### src/source/soc_pkg.sv
package soc_pkg;

  // register bus geometry
  localparam int ADDR_W = 4;
  localparam int DATA_W = 16;

  // register map
  localparam logic [ADDR_W-1:0] REG_GPIO_OUT   = 4'd0;
  localparam logic [ADDR_W-1:0] REG_GPIO_IN    = 4'd1;
  localparam logic [ADDR_W-1:0] REG_PWM_PERIOD = 4'd2;
  localparam logic [ADDR_W-1:0] REG_PWM_DUTY   = 4'd3;
  localparam logic [ADDR_W-1:0] REG_ID         = 4'd4;

  // read-only identity word
  localparam logic [DATA_W-1:0] SOC_ID = 16'h5C17;

  // version, part number, manufacturer, fixed one
  localparam logic [31:0] JTAG_IDCODE = {4'h1, 16'h5C01, 11'h2A5, 1'b1};

  // tap instruction register
  localparam int IR_W = 5;
  localparam logic [IR_W-1:0] IR_IDCODE = 5'd1;
  localparam logic [IR_W-1:0] IR_DBG    = 5'd17;
  localparam logic [IR_W-1:0] IR_BYPASS = 5'd31;

  // debug access register, {addr, data, op}
  localparam int DBG_W = 22;
  localparam logic [1:0] DBG_OP_NONE  = 2'd0;
  localparam logic [1:0] DBG_OP_READ  = 2'd1;
  localparam logic [1:0] DBG_OP_WRITE = 2'd2;
  localparam logic [1:0] DBG_OP_BUSY  = 2'd3;

  // uart bit timing
  localparam int UART_DIV   = 8;
  localparam int UART_CNT_W = $clog2(UART_DIV);

endpackage

### src/source/bus_arbiter.sv
`timescale 1ns/100ps

module bus_arbiter import soc_pkg::*; (
  input  logic              clock_i,
  input  logic              arst_n_i,
  input  logic              dbg_req_i,
  input  logic              dbg_we_i,
  input  logic [ADDR_W-1:0] dbg_addr_i,
  input  logic [DATA_W-1:0] dbg_wdata_i,
  input  logic              uart_req_i,
  input  logic              uart_we_i,
  input  logic [ADDR_W-1:0] uart_addr_i,
  input  logic [DATA_W-1:0] uart_wdata_i,
  input  logic [DATA_W-1:0] bus_rdata_i,
  output logic              dbg_gnt_o,
  output logic              uart_gnt_o,
  output logic              dbg_rvalid_o,
  output logic              uart_rvalid_o,
  output logic [DATA_W-1:0] rd_data_o,
  output logic              bus_valid_o,
  output logic              bus_we_o,
  output logic [ADDR_W-1:0] bus_addr_o,
  output logic [DATA_W-1:0] bus_wdata_o
);

  // set when dbg won the last grant
  logic last_dbg_q;
  // read issued last cycle and its owner
  logic rd_pend_q;
  logic rd_dbg_q;

  // same-cycle grant, on contention the master not served last time wins
  assign dbg_gnt_o   = dbg_req_i & (~uart_req_i | ~last_dbg_q);
  assign uart_gnt_o  = uart_req_i & ~dbg_gnt_o;
  assign bus_valid_o = dbg_gnt_o | uart_gnt_o;

  // request fields follow the winner
  assign bus_we_o    = dbg_gnt_o ? dbg_we_i    : uart_we_i;
  assign bus_addr_o  = dbg_gnt_o ? dbg_addr_i  : uart_addr_i;
  assign bus_wdata_o = dbg_gnt_o ? dbg_wdata_i : uart_wdata_i;

  always_ff @(posedge clock_i or negedge arst_n_i) begin
    if (!arst_n_i) begin
      last_dbg_q <= 1'b0;
      rd_pend_q  <= 1'b0;
      rd_dbg_q   <= 1'b0;
    end else begin
      if (bus_valid_o) begin
        last_dbg_q <= dbg_gnt_o;
      end
      rd_pend_q <= bus_valid_o & ~bus_we_o;
      rd_dbg_q  <= dbg_gnt_o;
    end
  end

  // read data one cycle after grant, steered to the owner
  assign dbg_rvalid_o  = rd_pend_q & rd_dbg_q;
  assign uart_rvalid_o = rd_pend_q & ~rd_dbg_q;
  assign rd_data_o     = bus_rdata_i;

endmodule

### src/source/jtag_dbg_tap.sv
`timescale 1ns/100ps

module jtag_dbg_tap import soc_pkg::*; (
  input  logic              clock_i,
  input  logic              arst_n_i,
  input  logic              jtag_tck_i,
  input  logic              jtag_tms_i,
  input  logic              jtag_tdi_i,
  input  logic              dbg_gnt_i,
  input  logic              dbg_rvalid_i,
  input  logic [DATA_W-1:0] rd_data_i,
  output logic              jtag_tdo_o,
  output logic              dbg_req_o,
  output logic              dbg_we_o,
  output logic [ADDR_W-1:0] dbg_addr_o,
  output logic [DATA_W-1:0] dbg_wdata_o
);

  typedef enum logic [3:0] {
    TLR, RTI, SEL_DR, CAP_DR, SH_DR, EX1_DR, PA_DR, EX2_DR,
    UPD_DR, SEL_IR, CAP_IR, SH_IR, EX1_IR, PA_IR, EX2_IR, UPD_IR
  } tap_state_t;

  tap_state_t state_q;
  tap_state_t state_d;
  // bit 2 tck, bit 1 tms, bit 0 tdi
  logic [2:0] sync1_q;
  logic [2:0] sync2_q;
  logic tck_prev_q;
  logic tck_rise;
  logic tck_fall;
  logic tms;
  logic tdi;
  logic [IR_W-1:0] ir_q;
  logic [IR_W-1:0] ir_shift_q;
  logic [31:0] dr_q;
  logic [DATA_W-1:0] dbg_rdata_q;
  logic busy_q;
  logic [1:0] upd_op;
  logic start_acc;

  // two-flop sync of all jtag pins together keeps tms/tdi aligned to tck
  always_ff @(posedge clock_i or negedge arst_n_i) begin
    if (!arst_n_i) begin
      sync1_q    <= '0;
      sync2_q    <= '0;
      tck_prev_q <= 1'b0;
    end else begin
      sync1_q    <= {jtag_tck_i, jtag_tms_i, jtag_tdi_i};
      sync2_q    <= sync1_q;
      tck_prev_q <= sync2_q[2];
    end
  end

  assign tms      = sync2_q[1];
  assign tdi      = sync2_q[0];
  assign tck_rise = sync2_q[2] & ~tck_prev_q;
  assign tck_fall = ~sync2_q[2] & tck_prev_q;

  // standard 1149.1 state graph
  always_comb begin
    case (state_q)
      TLR:     state_d = tms ? TLR    : RTI;
      RTI:     state_d = tms ? SEL_DR : RTI;
      SEL_DR:  state_d = tms ? SEL_IR : CAP_DR;
      CAP_DR:  state_d = tms ? EX1_DR : SH_DR;
      SH_DR:   state_d = tms ? EX1_DR : SH_DR;
      EX1_DR:  state_d = tms ? UPD_DR : PA_DR;
      PA_DR:   state_d = tms ? EX2_DR : PA_DR;
      EX2_DR:  state_d = tms ? UPD_DR : SH_DR;
      UPD_DR:  state_d = tms ? SEL_DR : RTI;
      SEL_IR:  state_d = tms ? TLR    : CAP_IR;
      CAP_IR:  state_d = tms ? EX1_IR : SH_IR;
      SH_IR:   state_d = tms ? EX1_IR : SH_IR;
      EX1_IR:  state_d = tms ? UPD_IR : PA_IR;
      PA_IR:   state_d = tms ? EX2_IR : PA_IR;
      EX2_IR:  state_d = tms ? UPD_IR : SH_IR;
      UPD_IR:  state_d = tms ? SEL_DR : RTI;
      default: state_d = TLR;
    endcase
  end

  always_ff @(posedge clock_i or negedge arst_n_i) begin
    if (!arst_n_i) begin
      state_q    <= TLR;
      ir_q       <= IR_IDCODE;
      jtag_tdo_o <= 1'b0;
    end else begin
      if (tck_rise) begin
        state_q <= state_d;
      end
      // reset state forces idcode, update-ir loads on falling tck
      if (state_q == TLR) begin
        ir_q <= IR_IDCODE;
      end else if (tck_fall && state_q == UPD_IR) begin
        ir_q <= ir_shift_q;
      end
      // tdo launched on falling tck, quiet outside shift states
      if (tck_fall) begin
        case (state_q)
          SH_DR:   jtag_tdo_o <= dr_q[0];
          SH_IR:   jtag_tdo_o <= ir_shift_q[0];
          default: jtag_tdo_o <= 1'b0;
        endcase
      end
    end
  end

  // capture and shift on rising tck
  always_ff @(posedge clock_i) begin
    if (tck_rise) begin
      case (state_q)
        CAP_IR: ir_shift_q <= IR_W'(1);
        SH_IR:  ir_shift_q <= {tdi, ir_shift_q[IR_W-1:1]};
        CAP_DR: begin
          case (ir_q)
            IR_IDCODE: dr_q <= JTAG_IDCODE;
            IR_DBG:    dr_q <= 32'({dbg_addr_o, dbg_rdata_q, busy_q ? DBG_OP_BUSY : DBG_OP_NONE});
            default:   dr_q <= '0;
          endcase
        end
        SH_DR: begin
          // chain length follows the selected instruction
          case (ir_q)
            IR_IDCODE: dr_q <= {tdi, dr_q[31:1]};
            IR_DBG:    dr_q[DBG_W-1:0] <= {tdi, dr_q[DBG_W-1:1]};
            default:   dr_q[0] <= tdi;
          endcase
        end
        default: ;
      endcase
    end
  end

  // update-dr of the debug register starts one access unless one is in flight
  assign upd_op    = dr_q[1:0];
  assign start_acc = tck_fall && (state_q == UPD_DR) && (ir_q == IR_DBG) &&
                     (upd_op != DBG_OP_NONE) && !busy_q;

  always_ff @(posedge clock_i or negedge arst_n_i) begin
    if (!arst_n_i) begin
      dbg_req_o   <= 1'b0;
      dbg_we_o    <= 1'b0;
      dbg_addr_o  <= '0;
      dbg_wdata_o <= '0;
      dbg_rdata_q <= '0;
      busy_q      <= 1'b0;
    end else if (start_acc) begin
      dbg_req_o   <= 1'b1;
      dbg_we_o    <= (upd_op == DBG_OP_WRITE);
      dbg_addr_o  <= dr_q[DBG_W-1 -: ADDR_W];
      dbg_wdata_o <= dr_q[2 +: DATA_W];
      busy_q      <= 1'b1;
    end else begin
      // write done at grant, read done at rvalid
      if (dbg_gnt_i) begin
        dbg_req_o <= 1'b0;
        if (dbg_we_o) begin
          busy_q <= 1'b0;
        end
      end
      if (dbg_rvalid_i) begin
        dbg_rdata_q <= rd_data_i;
        busy_q      <= 1'b0;
      end
    end
  end

endmodule

### src/source/periph_regs.sv
`timescale 1ns/100ps

module periph_regs import soc_pkg::*; (
  input  logic              clock_i,
  input  logic              arst_n_i,
  input  logic              bus_valid_i,
  input  logic              bus_we_i,
  input  logic [ADDR_W-1:0] bus_addr_i,
  input  logic [DATA_W-1:0] bus_wdata_i,
  input  logic [DATA_W-1:0] gpio_i,
  output logic [DATA_W-1:0] bus_rdata_o,
  output logic [DATA_W-1:0] gpio_o,
  output logic              pwm_o
);

  logic [DATA_W-1:0] gpio_meta_q;
  logic [DATA_W-1:0] gpio_in_q;
  logic [DATA_W-1:0] period_q;
  logic [DATA_W-1:0] duty_q;
  logic [DATA_W-1:0] cnt_q;
  logic [DATA_W-1:0] rd_mux;

  // gpio input synchronizer
  always_ff @(posedge clock_i or negedge arst_n_i) begin
    if (!arst_n_i) begin
      gpio_meta_q <= '0;
      gpio_in_q   <= '0;
    end else begin
      gpio_meta_q <= gpio_i;
      gpio_in_q   <= gpio_meta_q;
    end
  end

  // writable registers, gpio_in and id silently ignore writes
  always_ff @(posedge clock_i or negedge arst_n_i) begin
    if (!arst_n_i) begin
      gpio_o   <= '0;
      period_q <= '0;
      duty_q   <= '0;
    end else if (bus_valid_i && bus_we_i) begin
      case (bus_addr_i)
        REG_GPIO_OUT:   gpio_o   <= bus_wdata_i;
        REG_PWM_PERIOD: period_q <= bus_wdata_i;
        REG_PWM_DUTY:   duty_q   <= bus_wdata_i;
        default: ;
      endcase
    end
  end

  // read select, unmapped reads as zero
  always_comb begin
    case (bus_addr_i)
      REG_GPIO_OUT:   rd_mux = gpio_o;
      REG_GPIO_IN:    rd_mux = gpio_in_q;
      REG_PWM_PERIOD: rd_mux = period_q;
      REG_PWM_DUTY:   rd_mux = duty_q;
      REG_ID:         rd_mux = SOC_ID;
      default:        rd_mux = '0;
    endcase
  end

  // read data registered one cycle after the request
  always_ff @(posedge clock_i) begin
    if (bus_valid_i && !bus_we_i) begin
      bus_rdata_o <= rd_mux;
    end
  end

  // pwm counter 0..period then wrap
  always_ff @(posedge clock_i or negedge arst_n_i) begin
    if (!arst_n_i) begin
      cnt_q <= '0;
      pwm_o <= 1'b0;
    end else begin
      if (cnt_q >= period_q) begin
        cnt_q <= '0;
      end else begin
        cnt_q <= cnt_q + 1'b1;
      end
      // high for duty counts out of period+1
      pwm_o <= (cnt_q < duty_q);
    end
  end

endmodule

### src/source/soc_top.sv
`timescale 1ns/100ps

module soc_top import soc_pkg::*; (
  input  logic              clock_i,
  input  logic              arst_n_i,
  input  logic [DATA_W-1:0] gpio_i,
  output logic [DATA_W-1:0] gpio_o,
  input  logic              uart_rx_i,
  output logic              uart_tx_o,
  output logic              pwm_o,
  input  logic              jtag_tck_i,
  input  logic              jtag_tms_i,
  input  logic              jtag_tdi_i,
  output logic              jtag_tdo_o
);

  // debug tap master
  logic              dbg_req;
  logic              dbg_we;
  logic [ADDR_W-1:0] dbg_addr;
  logic [DATA_W-1:0] dbg_wdata;
  logic              dbg_gnt;
  logic              dbg_rvalid;
  // uart bridge master
  logic              uart_req;
  logic              uart_we;
  logic [ADDR_W-1:0] uart_addr;
  logic [DATA_W-1:0] uart_wdata;
  logic              uart_gnt;
  logic              uart_rvalid;
  // shared read data and peripheral side
  logic [DATA_W-1:0] rd_data;
  logic              bus_valid;
  logic              bus_we;
  logic [ADDR_W-1:0] bus_addr;
  logic [DATA_W-1:0] bus_wdata;
  logic [DATA_W-1:0] bus_rdata;

  jtag_dbg_tap u_tap (
    .clock_i      (clock_i),
    .arst_n_i     (arst_n_i),
    .jtag_tck_i   (jtag_tck_i),
    .jtag_tms_i   (jtag_tms_i),
    .jtag_tdi_i   (jtag_tdi_i),
    .dbg_gnt_i    (dbg_gnt),
    .dbg_rvalid_i (dbg_rvalid),
    .rd_data_i    (rd_data),
    .jtag_tdo_o   (jtag_tdo_o),
    .dbg_req_o    (dbg_req),
    .dbg_we_o     (dbg_we),
    .dbg_addr_o   (dbg_addr),
    .dbg_wdata_o  (dbg_wdata)
  );

  uart_cmd_bridge u_bridge (
    .clock_i       (clock_i),
    .arst_n_i      (arst_n_i),
    .uart_rx_i     (uart_rx_i),
    .uart_gnt_i    (uart_gnt),
    .uart_rvalid_i (uart_rvalid),
    .rd_data_i     (rd_data),
    .uart_tx_o     (uart_tx_o),
    .uart_req_o    (uart_req),
    .uart_we_o     (uart_we),
    .uart_addr_o   (uart_addr),
    .uart_wdata_o  (uart_wdata)
  );

  bus_arbiter u_arb (
    .clock_i       (clock_i),
    .arst_n_i      (arst_n_i),
    .dbg_req_i     (dbg_req),
    .dbg_we_i      (dbg_we),
    .dbg_addr_i    (dbg_addr),
    .dbg_wdata_i   (dbg_wdata),
    .uart_req_i    (uart_req),
    .uart_we_i     (uart_we),
    .uart_addr_i   (uart_addr),
    .uart_wdata_i  (uart_wdata),
    .bus_rdata_i   (bus_rdata),
    .dbg_gnt_o     (dbg_gnt),
    .uart_gnt_o    (uart_gnt),
    .dbg_rvalid_o  (dbg_rvalid),
    .uart_rvalid_o (uart_rvalid),
    .rd_data_o     (rd_data),
    .bus_valid_o   (bus_valid),
    .bus_we_o      (bus_we),
    .bus_addr_o    (bus_addr),
    .bus_wdata_o   (bus_wdata)
  );

  periph_regs u_regs (
    .clock_i     (clock_i),
    .arst_n_i    (arst_n_i),
    .bus_valid_i (bus_valid),
    .bus_we_i    (bus_we),
    .bus_addr_i  (bus_addr),
    .bus_wdata_i (bus_wdata),
    .gpio_i      (gpio_i),
    .bus_rdata_o (bus_rdata),
    .gpio_o      (gpio_o),
    .pwm_o       (pwm_o)
  );

endmodule

### src/source/uart_cmd_bridge.sv
`timescale 1ns/100ps

module uart_cmd_bridge import soc_pkg::*; (
  input  logic              clock_i,
  input  logic              arst_n_i,
  input  logic              uart_rx_i,
  input  logic              uart_gnt_i,
  input  logic              uart_rvalid_i,
  input  logic [DATA_W-1:0] rd_data_i,
  output logic              uart_tx_o,
  output logic              uart_req_o,
  output logic              uart_we_o,
  output logic [ADDR_W-1:0] uart_addr_o,
  output logic [DATA_W-1:0] uart_wdata_o
);

  typedef enum logic [2:0] {
    C_IDLE, C_DATA_HI, C_DATA_LO, C_REQ, C_READ, C_TX_HI, C_TX_LO
  } cmd_state_t;

  cmd_state_t cmd_q;
  logic [1:0] rx_sync_q;
  logic rx_busy_q;
  logic rx_valid_q;
  logic [UART_CNT_W-1:0] rx_cnt_q;
  logic [3:0] rx_bit_q;
  logic [7:0] rx_byte_q;
  logic [DATA_W-1:0] resp_q;
  logic tx_busy_q;
  logic tx_load;
  logic [7:0] tx_byte;
  logic [UART_CNT_W-1:0] tx_cnt_q;
  logic [3:0] tx_bit_q;
  logic [9:0] tx_shift_q;

  // receiver, start edge then mid-bit sampling
  always_ff @(posedge clock_i or negedge arst_n_i) begin
    if (!arst_n_i) begin
      rx_sync_q  <= 2'b11;
      rx_busy_q  <= 1'b0;
      rx_valid_q <= 1'b0;
      rx_cnt_q   <= '0;
      rx_bit_q   <= '0;
      rx_byte_q  <= '0;
    end else begin
      rx_sync_q  <= {rx_sync_q[0], uart_rx_i};
      rx_valid_q <= 1'b0;
      if (!rx_busy_q) begin
        if (!rx_sync_q[1]) begin
          rx_busy_q <= 1'b1;
          rx_cnt_q  <= UART_CNT_W'(UART_DIV / 2 - 1);
          rx_bit_q  <= '0;
        end
      end else if (rx_cnt_q != '0) begin
        rx_cnt_q <= rx_cnt_q - 1'b1;
      end else begin
        rx_cnt_q <= UART_CNT_W'(UART_DIV - 1);
        rx_bit_q <= rx_bit_q + 1'b1;
        if (rx_bit_q == 4'd0) begin
          // glitch, start bit gone by mid-bit
          if (rx_sync_q[1]) begin
            rx_busy_q <= 1'b0;
          end
        end else if (rx_bit_q == 4'd9) begin
          // stop bit low means framing error, byte dropped
          rx_busy_q  <= 1'b0;
          rx_valid_q <= rx_sync_q[1];
        end else begin
          rx_byte_q <= {rx_sync_q[1], rx_byte_q[7:1]};
        end
      end
    end
  end

  // command assembler
  always_ff @(posedge clock_i or negedge arst_n_i) begin
    if (!arst_n_i) begin
      cmd_q        <= C_IDLE;
      uart_we_o    <= 1'b0;
      uart_addr_o  <= '0;
      uart_wdata_o <= '0;
      resp_q       <= '0;
    end else begin
      case (cmd_q)
        C_IDLE: if (rx_valid_q) begin
          // bit 7 selects write, low nibble is the address
          uart_we_o   <= rx_byte_q[7];
          uart_addr_o <= rx_byte_q[ADDR_W-1:0];
          cmd_q       <= rx_byte_q[7] ? C_DATA_HI : C_REQ;
        end
        C_DATA_HI: if (rx_valid_q) begin
          uart_wdata_o[15:8] <= rx_byte_q;
          cmd_q              <= C_DATA_LO;
        end
        C_DATA_LO: if (rx_valid_q) begin
          uart_wdata_o[7:0] <= rx_byte_q;
          cmd_q             <= C_REQ;
        end
        C_REQ: if (uart_gnt_i) begin
          cmd_q <= uart_we_o ? C_IDLE : C_READ;
        end
        C_READ: if (uart_rvalid_i) begin
          resp_q <= rd_data_i;
          cmd_q  <= C_TX_HI;
        end
        // high byte first, each waits for an idle transmitter
        C_TX_HI: if (!tx_busy_q) cmd_q <= C_TX_LO;
        C_TX_LO: if (!tx_busy_q) cmd_q <= C_IDLE;
        default: cmd_q <= C_IDLE;
      endcase
    end
  end

  assign uart_req_o = (cmd_q == C_REQ);
  assign tx_load    = ((cmd_q == C_TX_HI) || (cmd_q == C_TX_LO)) && !tx_busy_q;
  assign tx_byte    = (cmd_q == C_TX_HI) ? resp_q[15:8] : resp_q[7:0];

  // transmitter, stop bit shifted in from the top
  always_ff @(posedge clock_i or negedge arst_n_i) begin
    if (!arst_n_i) begin
      tx_busy_q  <= 1'b0;
      tx_cnt_q   <= '0;
      tx_bit_q   <= '0;
      tx_shift_q <= '1;
    end else if (tx_load) begin
      tx_busy_q  <= 1'b1;
      tx_cnt_q   <= UART_CNT_W'(UART_DIV - 1);
      tx_bit_q   <= '0;
      tx_shift_q <= {1'b1, tx_byte, 1'b0};
    end else if (tx_busy_q) begin
      if (tx_cnt_q != '0) begin
        tx_cnt_q <= tx_cnt_q - 1'b1;
      end else begin
        tx_cnt_q   <= UART_CNT_W'(UART_DIV - 1);
        tx_bit_q   <= tx_bit_q + 1'b1;
        tx_shift_q <= {1'b1, tx_shift_q[9:1]};
        // full stop bit sent
        if (tx_bit_q == 4'd9) begin
          tx_busy_q <= 1'b0;
        end
      end
    end
  end

  assign uart_tx_o = tx_shift_q[0];

endmodule

### config.mk
export PLATFORM = sky130hd
export DESIGN_NAME = soc_top
export DESIGN_NICKNAME = d
export VERILOG_FILES = /design/src/source/soc_pkg.sv /design/src/source/bus_arbiter.sv /design/src/source/jtag_dbg_tap.sv /design/src/source/periph_regs.sv /design/src/source/soc_top.sv /design/src/source/uart_cmd_bridge.sv
export SDC_FILE = /design/constraint.sdc
export NUM_CORES = 1
export LEC_CHECK = 0
export BUFFER_PORTS_ARGS = -buffer_cell sky130_fd_sc_hd__buf_4
export CORE_MARGIN = 5
export CORE_UTILIZATION = 45
export DETAILED_ROUTE_END_ITERATION = 8
export PLACE_DENSITY = 0.69
export REMOVE_ABC_BUFFERS = 1
export SLEW_MARGIN = 20
export SYNTH_ARGS = -nofsm -noshare
export SYNTH_HDL_FRONTEND = slang
export SYNTH_HIERARCHICAL = 1
export SYNTH_SLANG_ARGS = --single-unit
### constraint.sdc
create_clock -name clock_i -period 4.95 [get_ports clock_i]
set_clock_uncertainty 0.2 [all_clocks]
set_input_delay 0.99 -clock clock_i [delete_from_list [all_inputs] [get_ports clock_i]]
set_output_delay 0.99 -clock clock_i [all_outputs]
set_load 0.02 [all_outputs]
==> impl_metrics.csv, run 1 <==
group,metric,value,unit
status,outcome,"finished clean",
floorplanning,die_h,180.8,um
worst_setup_path,worstRegToRegCells,9,
global_routing,grt_pass1_vias,7948,
layout,syn_to_final_growth,10.86,%
worst_setup_path,critPathCaptureType,"flip-flop",
synth,synth_top_family_by_area,"multiplexers",
drt,dr.pass1.iters,7,
cts,cts_resized,0,
floorplanning,design.portCount,41,
timing,max_freq,0.2704,GHz
cts,post-cts-setup-buffers,0,
drt,wl_per_cell,19.13,um
cts,cts_buffer_depth,3,
placement,place_hpwl,19150,um
flow_run,cap_violations,0,
synth,synthFlopType,"dfrtp_1",
power,ir_drop,227.9,uV
cts,clock_latency,0.55,ns
timing,tns,0,ns
floorplanning,start_util,45.62,%
global_routing,grt_max_degree,108,
cts,h-tree-depth,1,
cts,root_buffer,"clkbuf_16",
layout,final_cell_mix,"dfrtp_1 (220), mux2_2 (90), o21ai_0 (58)",
placement,gp_congestion,0.8429,
synth,synth_compound_area_share,10.53,%
synth,async_flop_share,81.40,%
synth,yosys.area.top_type_share,41.93,%
cts,tritoncts,"yes",
worst_setup_path,required,5.18,ns
min_path,hold-path-cell-count,0,
floorplanning,die_area,32690,um^2
cts,cts_hold_buffers,0,
drt,drt_iter0_drc,580,
timing,post-route-period-util,74.72,%
timing,rsz0062_at_grt,"false",
synth,synth_seq_cells,285,
synth,synth-adder-area-share,3.907,%
drt,ant_nets,0,
timing,slew_headroom,39.80,%
global_routing,grt_remaining_overflow,0,
synth,synth_edf_count,53,
drt,route.detailed.drc,0,
layout,final_common_cell,"dfrtp_1",
synth,synth_warnings,6,
cts,cts_sinks,285,
drt,vias,7888,
drt,wl,27660,um
synth,synth_mux_area_share,14.16,%
floorplanning,core,28780,um^2
power,p_leak,6.409,nW
layout,n_antenna_cell,0,
synth,seq_area_frac_synth,56.46,%
min_path,hp-class,"reg -> reg",
global_routing,grt_pass1_wl,44800,um
synth,synth_area_leaders,"dfrtp_1 (42%), edfxtp_1 (12%), mux2_2 (7.7%)",
worst_setup_path,worst_setup_path_start_kind,"flip-flop",
timing,fin_crit,3.699,ns
timing,hold_viol_final,0,
synth,ys_types,74,
timing,maxSlewViolCount,0,
synth,synth-simple-area-share,8.949,%
timing,tightest_slew,0.8961,ns
cts,cts_buffers,31,
placement,port_buffers,40,
worst_setup_path,crit_type,"reg -> reg",
synth,yosys.area_share.xor_xnor,1.067,%
power,power_density,370.0,nW/um^2
drt,viasPerCell,5.455,
cts,clk_pin_slew_worst_paths,0.06,ns
layout,nets,1104,
global_routing,antenna_found_initial,0,
floorplanning,die_w,180.8,um
synth,syn_area,13130,um^2
synth,syn_inst,1018,
layout,post-route-util,50.57,%
timing,setup_viol_count_final,0,
floorplanning,rows,62,
global_routing,grt_use_total,16.82,%
worst_setup_path,arrival,3.93,ns
synth,yosys.area.top_type,"dfrtp_1",
worst_setup_path,worstPathMaxFanout,31,
layout,drive_gt1_share,25.24,%
synth,synth_area_per_cell,12.90,um^2
-- cell families (layout without fill, tap and decap cells) --
| kind of cell | count (synthesis) | after routing |
|---|---|---|
| DFF | 285 | 285 |
| AOI/OAI and AO/OA | 203 | 203 |
| and+or+nand+nor | 201 | 201 |
| muxes | 151 | 151 |
| buffers and inverters | 121 | 165 |
| adders and majority gates | 41 | 41 |
| xor gates and xnor gates | 16 | 16 |
-- registers in the layout (all words and copies together) (netlist names), 5 cells and up --
register and flops:
u_regs/gpio_meta_q 16, u_bridge/uart_wdata_o 16, u_bridge/rx_byte_q 8, u_regs/gpio_o 16
u_regs/gpio_in_q 16, u_regs/cnt_q 16, u_regs/period_q 16, u_tap/dbg_wdata_o 16
u_bridge/tx_shift_q 9, u_regs/duty_q 16, u_bridge/resp_q 16, u_tap/ir_q 5
u_regs/bus_rdata_o 16, u_tap/dr_q 32, u_tap/ir_shift_q 5, u_tap/dbg_rdata_q 16
-- metrics by stage --
| step | setup WS (ns) | cells | area, um^2 | hold slack [ns] | power (mW) |
|---|---|---|---|---|---|
| 6_report | 1.252 | 1446 | 14560 | 0.1452 | 5.385 |
| 4_1_cts | 1.287 | 1446 | 14540 | 0.1470 | 5.430 |
| 3_5_place_dp | 1.308 | 1392 | 13610 | 0.1347 | 3.267 |
| 2_1_floorplan | 0.9811 | 955 | 12700 | 0.1312 | 3.055 |
| 3_3_place_gp | 1.404 | 1392 | 13610 | 0.1340 | 3.247 |
| 5_1_grt | 1.044 | 1446 | 14560 | 0.1485 | 5.627 |
-- cells in the mapped netlist (11+ instances only) --
library cell  count
a22oi_1          20
o21ai_0          58
o211ai_1         14
nand2_1          53
buf_2            14
mux2_2           90
nand3_1          11
ha_1             41
clkbuf_1         17
nor3_1           11
a21oi_1          38
dfrtp_1         220
dfstp_2          12
edfxtp_1         53
inv_1            57
buf_4            21
mux2i_1          14
a22o_1           19
mux2_4           47
and2_1           11
nand3b_1         19
nor2_1           37
-- critical path: stages (launching register included) --
cell	delay, ns
dfrtp_1	0.32
buf_4	0.26
inv_2	0.10
nor3b_1	0.66
a21boi_4	0.19
mux2_4	0.39
and4bb_2	0.58
and3_1	0.22
buf_4	0.28
mux2_2	0.38
-- per-layer routing --
metal  vias to the layer above  wire, um  global-route usage [%]
li1                       3698         -                       -
met4                         0       520                   3.660
met5                         -         0                       0
met1                      3938     12740                   24.49
met2                       207     12890                   26.54
met3                        45      1509                   3.077
-- path summary, 6_finish.rpt --
kind                                                  from  slack (ns)                          endpoint
setup / recovery             u_bridge/cmd_q[0]$_DFFE_PN0P_        1.25      u_regs/duty_q[0]$_DFFE_PN0P_
hold / removal             u_regs/gpio_meta_q[1]$_DFF_PN0_        0.15     u_regs/gpio_in_q[1]$_DFF_PN0_
setup reg to reg             u_bridge/cmd_q[0]$_DFFE_PN0P_        1.25      u_regs/duty_q[0]$_DFFE_PN0P_
hold reg to reg            u_regs/gpio_meta_q[1]$_DFF_PN0_        0.15     u_regs/gpio_in_q[1]$_DFF_PN0_
max in group asynchronous                         arst_n_i        3.24         u_regs/cnt_q[9]$_DFF_PN0_
min in group asynchronous                         arst_n_i        0.26  u_bridge/tx_bit_q[3]$_DFFE_PN0P_
-- layout make-up --
class	count	area, um^2
well taps	384	480.5
inverters	58	217.7
clock buffers	47	845.8
fillers	2473	14220
multi-input cells	612	5096
repair buffers	53	417.9
flip-flops and latches	285	7412
clock inverters	7	85.08
-- where the power goes --
part           total [mW]  internal [mW]  switching (mW)
sequential           2.70           2.54           0.160
clock                2.16           1.27           0.889
combinational       0.529          0.226           0.303
total                5.39           4.03            1.35
(Power assumes the default switching activity.)
==> run 2, diff against run 1 <==
==> constraint.sdc (replaced) <==
create_clock -name clock_i -period 3.87 [get_ports clock_i]
set_clock_uncertainty 0.2 [all_clocks]
set_input_delay 0.774 -clock clock_i [delete_from_list [all_inputs] [get_ports clock_i]]
set_output_delay 0.774 -clock clock_i [all_outputs]
set_load 0.02 [all_outputs]
==> impl_metrics.csv, run 2 (synthesis gave the netlist of run 1 again) <==
group,metric,value,unit
drt,wl_per_cell,18.65,um
global_routing,met1_usage,24.52,%
cts,cts_buffer_depth,3,
timing,max_freq,0.2891,GHz
timing,tightest_slew,0.9238,ns
layout,final_cell_mix,"dfrtp_1 (220), mux2_2 (90), o21ai_0 (58)",
status,outcome,"finished clean",
power,p_leak,6.463,nW
flow_run,cap_violations,0,
layout,multi_input_comb_area,5084,um^2
placement,dpl_cell_area,13650,um^2
placement,gp_congestion,0.8491,
power,internal_power,5.222,mW
timing,maxSlewViolCount,0,
cts,h-tree-depth,1,
cts,clk_pin_slew_worst_paths,0.06,ns
global_routing,grt_use_met3,2.936,%
floorplanning,design.portCount,41,
cts,cts_sinks,285,
layout,final_common_cell,"dfrtp_1",
floorplanning,rows,62,
worst_setup_path,critPathCaptureType,"flip-flop",
timing,setup_viol_count_final,0,
layout,n_antenna_cell,0,
worst_setup_path,worst_setup_path_start_kind,"flip-flop",
global_routing,grt_pass1_wl,44650,um
layout,post-route-util,50.90,%
timing,tns,0,ns
timing,hold_viol_final,0,
power,power_switching,1.731,mW
worst_setup_path,critPathTopFamily,"simple AND/OR/NAND/NOR gates",
floorplanning,die_h,180.8,um
worst_setup_path,cpPeakStageDelay,0.55,ns
layout,seq_area,7412,um^2
cts,post-cts-setup-buffers,0,
timing,fin_crit,3.459,ns
global_routing,grt_remaining_overflow,0,
floorplanning,die_area,32690,um^2
global_routing,grt_max_degree,98,
layout,largest_register_ffs,32,
timing,post-route-period-util,89.37,%
timing,slew_headroom,37.94,%
layout,top_register,"u_tap/dr_q",
min_path,hp-class,"in -> async",
cts,clock_latency,0.55,ns
drt,viasPerCell,5.446,
power,p_seq_share,49.7,%
global_routing,grt_pass1_vias,8065,
cts,root_buffer,"clkbuf_16",
layout,drive_gt1_share,25.94,%
global_routing,met2_usage,25.58,%
worst_setup_path,crit_type,"reg -> reg",
power,power_density,474.6,nW/um^2
layout,fillers,2475,
floorplanning,die_w,180.8,um
layout,syn_to_final_growth,11.58,%
cts,cts_hold_buffers,0,
layout,nets,1108,
worst_setup_path,path_buf_inv,2,
power,power_frac_comb,9.6,%
global_routing,grt-busiest-layer,"met2",
layout,final_area,14650,um^2
drt,ant_nets,0,
power,clkPwrFrac,40.7,%
drt,route.detailed.drc,0,
drt,vias,7908,
power,power,6.953,mW
cts,tritoncts,"yes",
power,ir_drop,336.9,uV
placement,place_hpwl,18950,um
global_routing,grt_use_total,16.58,%
worst_setup_path,required,4.13,ns
floorplanning,core,28780,um^2
timing,rsz0062_at_grt,"false",
drt,drt_iter0_drc,613,
drt,dr.pass1.iters,5,
placement,port_buffers,40,
cts,cts_resized,0,
layout,fin_cells,1452,
floorplanning,start_util,45.62,%
drt,wl,27080,um
worst_setup_path,path_cells,"nor3b_1, a21boi_4, buf_4, mux2_4, and4bb_2, and3_1, buf_4, nand2_1, o21ai_0",
worst_setup_path,cp_common_cell,"buf_4",
power,p_sw_share,24.89,%
cts,cts_buffers,31,
global_routing,antenna_found_initial,0,
placement,placedCellCount,1396,
worst_setup_path,arrival,3.72,ns
worst_setup_path,cpMaxStageDelayCell,"and4bb_2",
worst_setup_path,worstPathMaxFanout,30,
-- run 2: cell count changes in the layout (fill, tap and decap cells not counted), sizes merged --
cell / previous run / this run
clkbuf: 47 / 52
buf: 53 / 57
clkinv: 5 / 2
bufinv: 2 / 0
clkinvlp: 0 / 1
inv: 58 / 59
-- run 2: area by class of cell --
cell class	instances	share of cell area (%)
clock inverters	4	0.1964
multi-input cells	612	34.70
repair buffers	57	3.143
flip-flops and latches	285	50.60
well taps	384	3.280
clock buffers	52	6.594
inverters	58	1.486
-- run 2: final timing paths --
kind                                                 startpoint                         endpoint  slack, ns  cells after the start
worst max-delay path              u_bridge/cmd_q[2]$_DFFE_PN0P_    u_regs/duty_q[11]$_DFFE_PN0P_       0.41                      9
worst min-delay path                                   arst_n_i  u_bridge/resp_q[13]$_DFFE_PN0P_       0.05                      1
worst max register to register    u_bridge/cmd_q[2]$_DFFE_PN0P_    u_regs/duty_q[11]$_DFFE_PN0P_       0.41                      9
worst min register to register  u_regs/gpio_meta_q[7]$_DFF_PN0_    u_regs/gpio_in_q[7]$_DFF_PN0_       0.14                      0
max in group asynchronous                              arst_n_i        u_tap/ir_q[0]$_DFFE_PN1P_       2.52                      2
min in group clock_i                                  gpio_i[9]  u_regs/gpio_meta_q[9]$_DFF_PN0_       0.13                      1
-- run 2: worst register-to-register path, stage by stage, from the launching register on --
cell,delay [ns]
dfrtp_1,0.52
nor3b_1,0.52
a21boi_4,0.17
buf_4,0.25
mux2_4,0.41
and4bb_2,0.55
and3_1,0.26
buf_4,0.29
nand2_1,0.12
o21ai_0,0.09
-- run 2: metrics by stage --
step,setup slack (ns),hold slack [ns]
after floorplan,-0.09893,0.1312
after global placement,0.6490,0.1326
after detailed placement,0.4595,0.1347
after CTS,0.4286,0.09412
after global routing,0.2170,0.1051
final,0.4113,0.05462
-- run 2: power groups by stage --
stage	Clock, mW	Combinational (mW)	Sequential, mW
after detailed placement	0	0.679	3.50
final	2.83	0.670	3.45
after global routing	3.03	0.760	3.47
after global placement	0	0.657	3.50
after floorplan	0	0.478	3.43
after CTS	2.90	0.677	3.45
-- run 2: layer usage --
metal / vias to the layer above / part of all wire (%) / routed length [um]
li1: 3710 / - / -
met5: - / 0 / 0
met3: 46 / 5.2 / 1417
met1: 3964 / 47 / 12670
met2: 188 / 46 / 12420
met4: 0 / 2.1 / 578
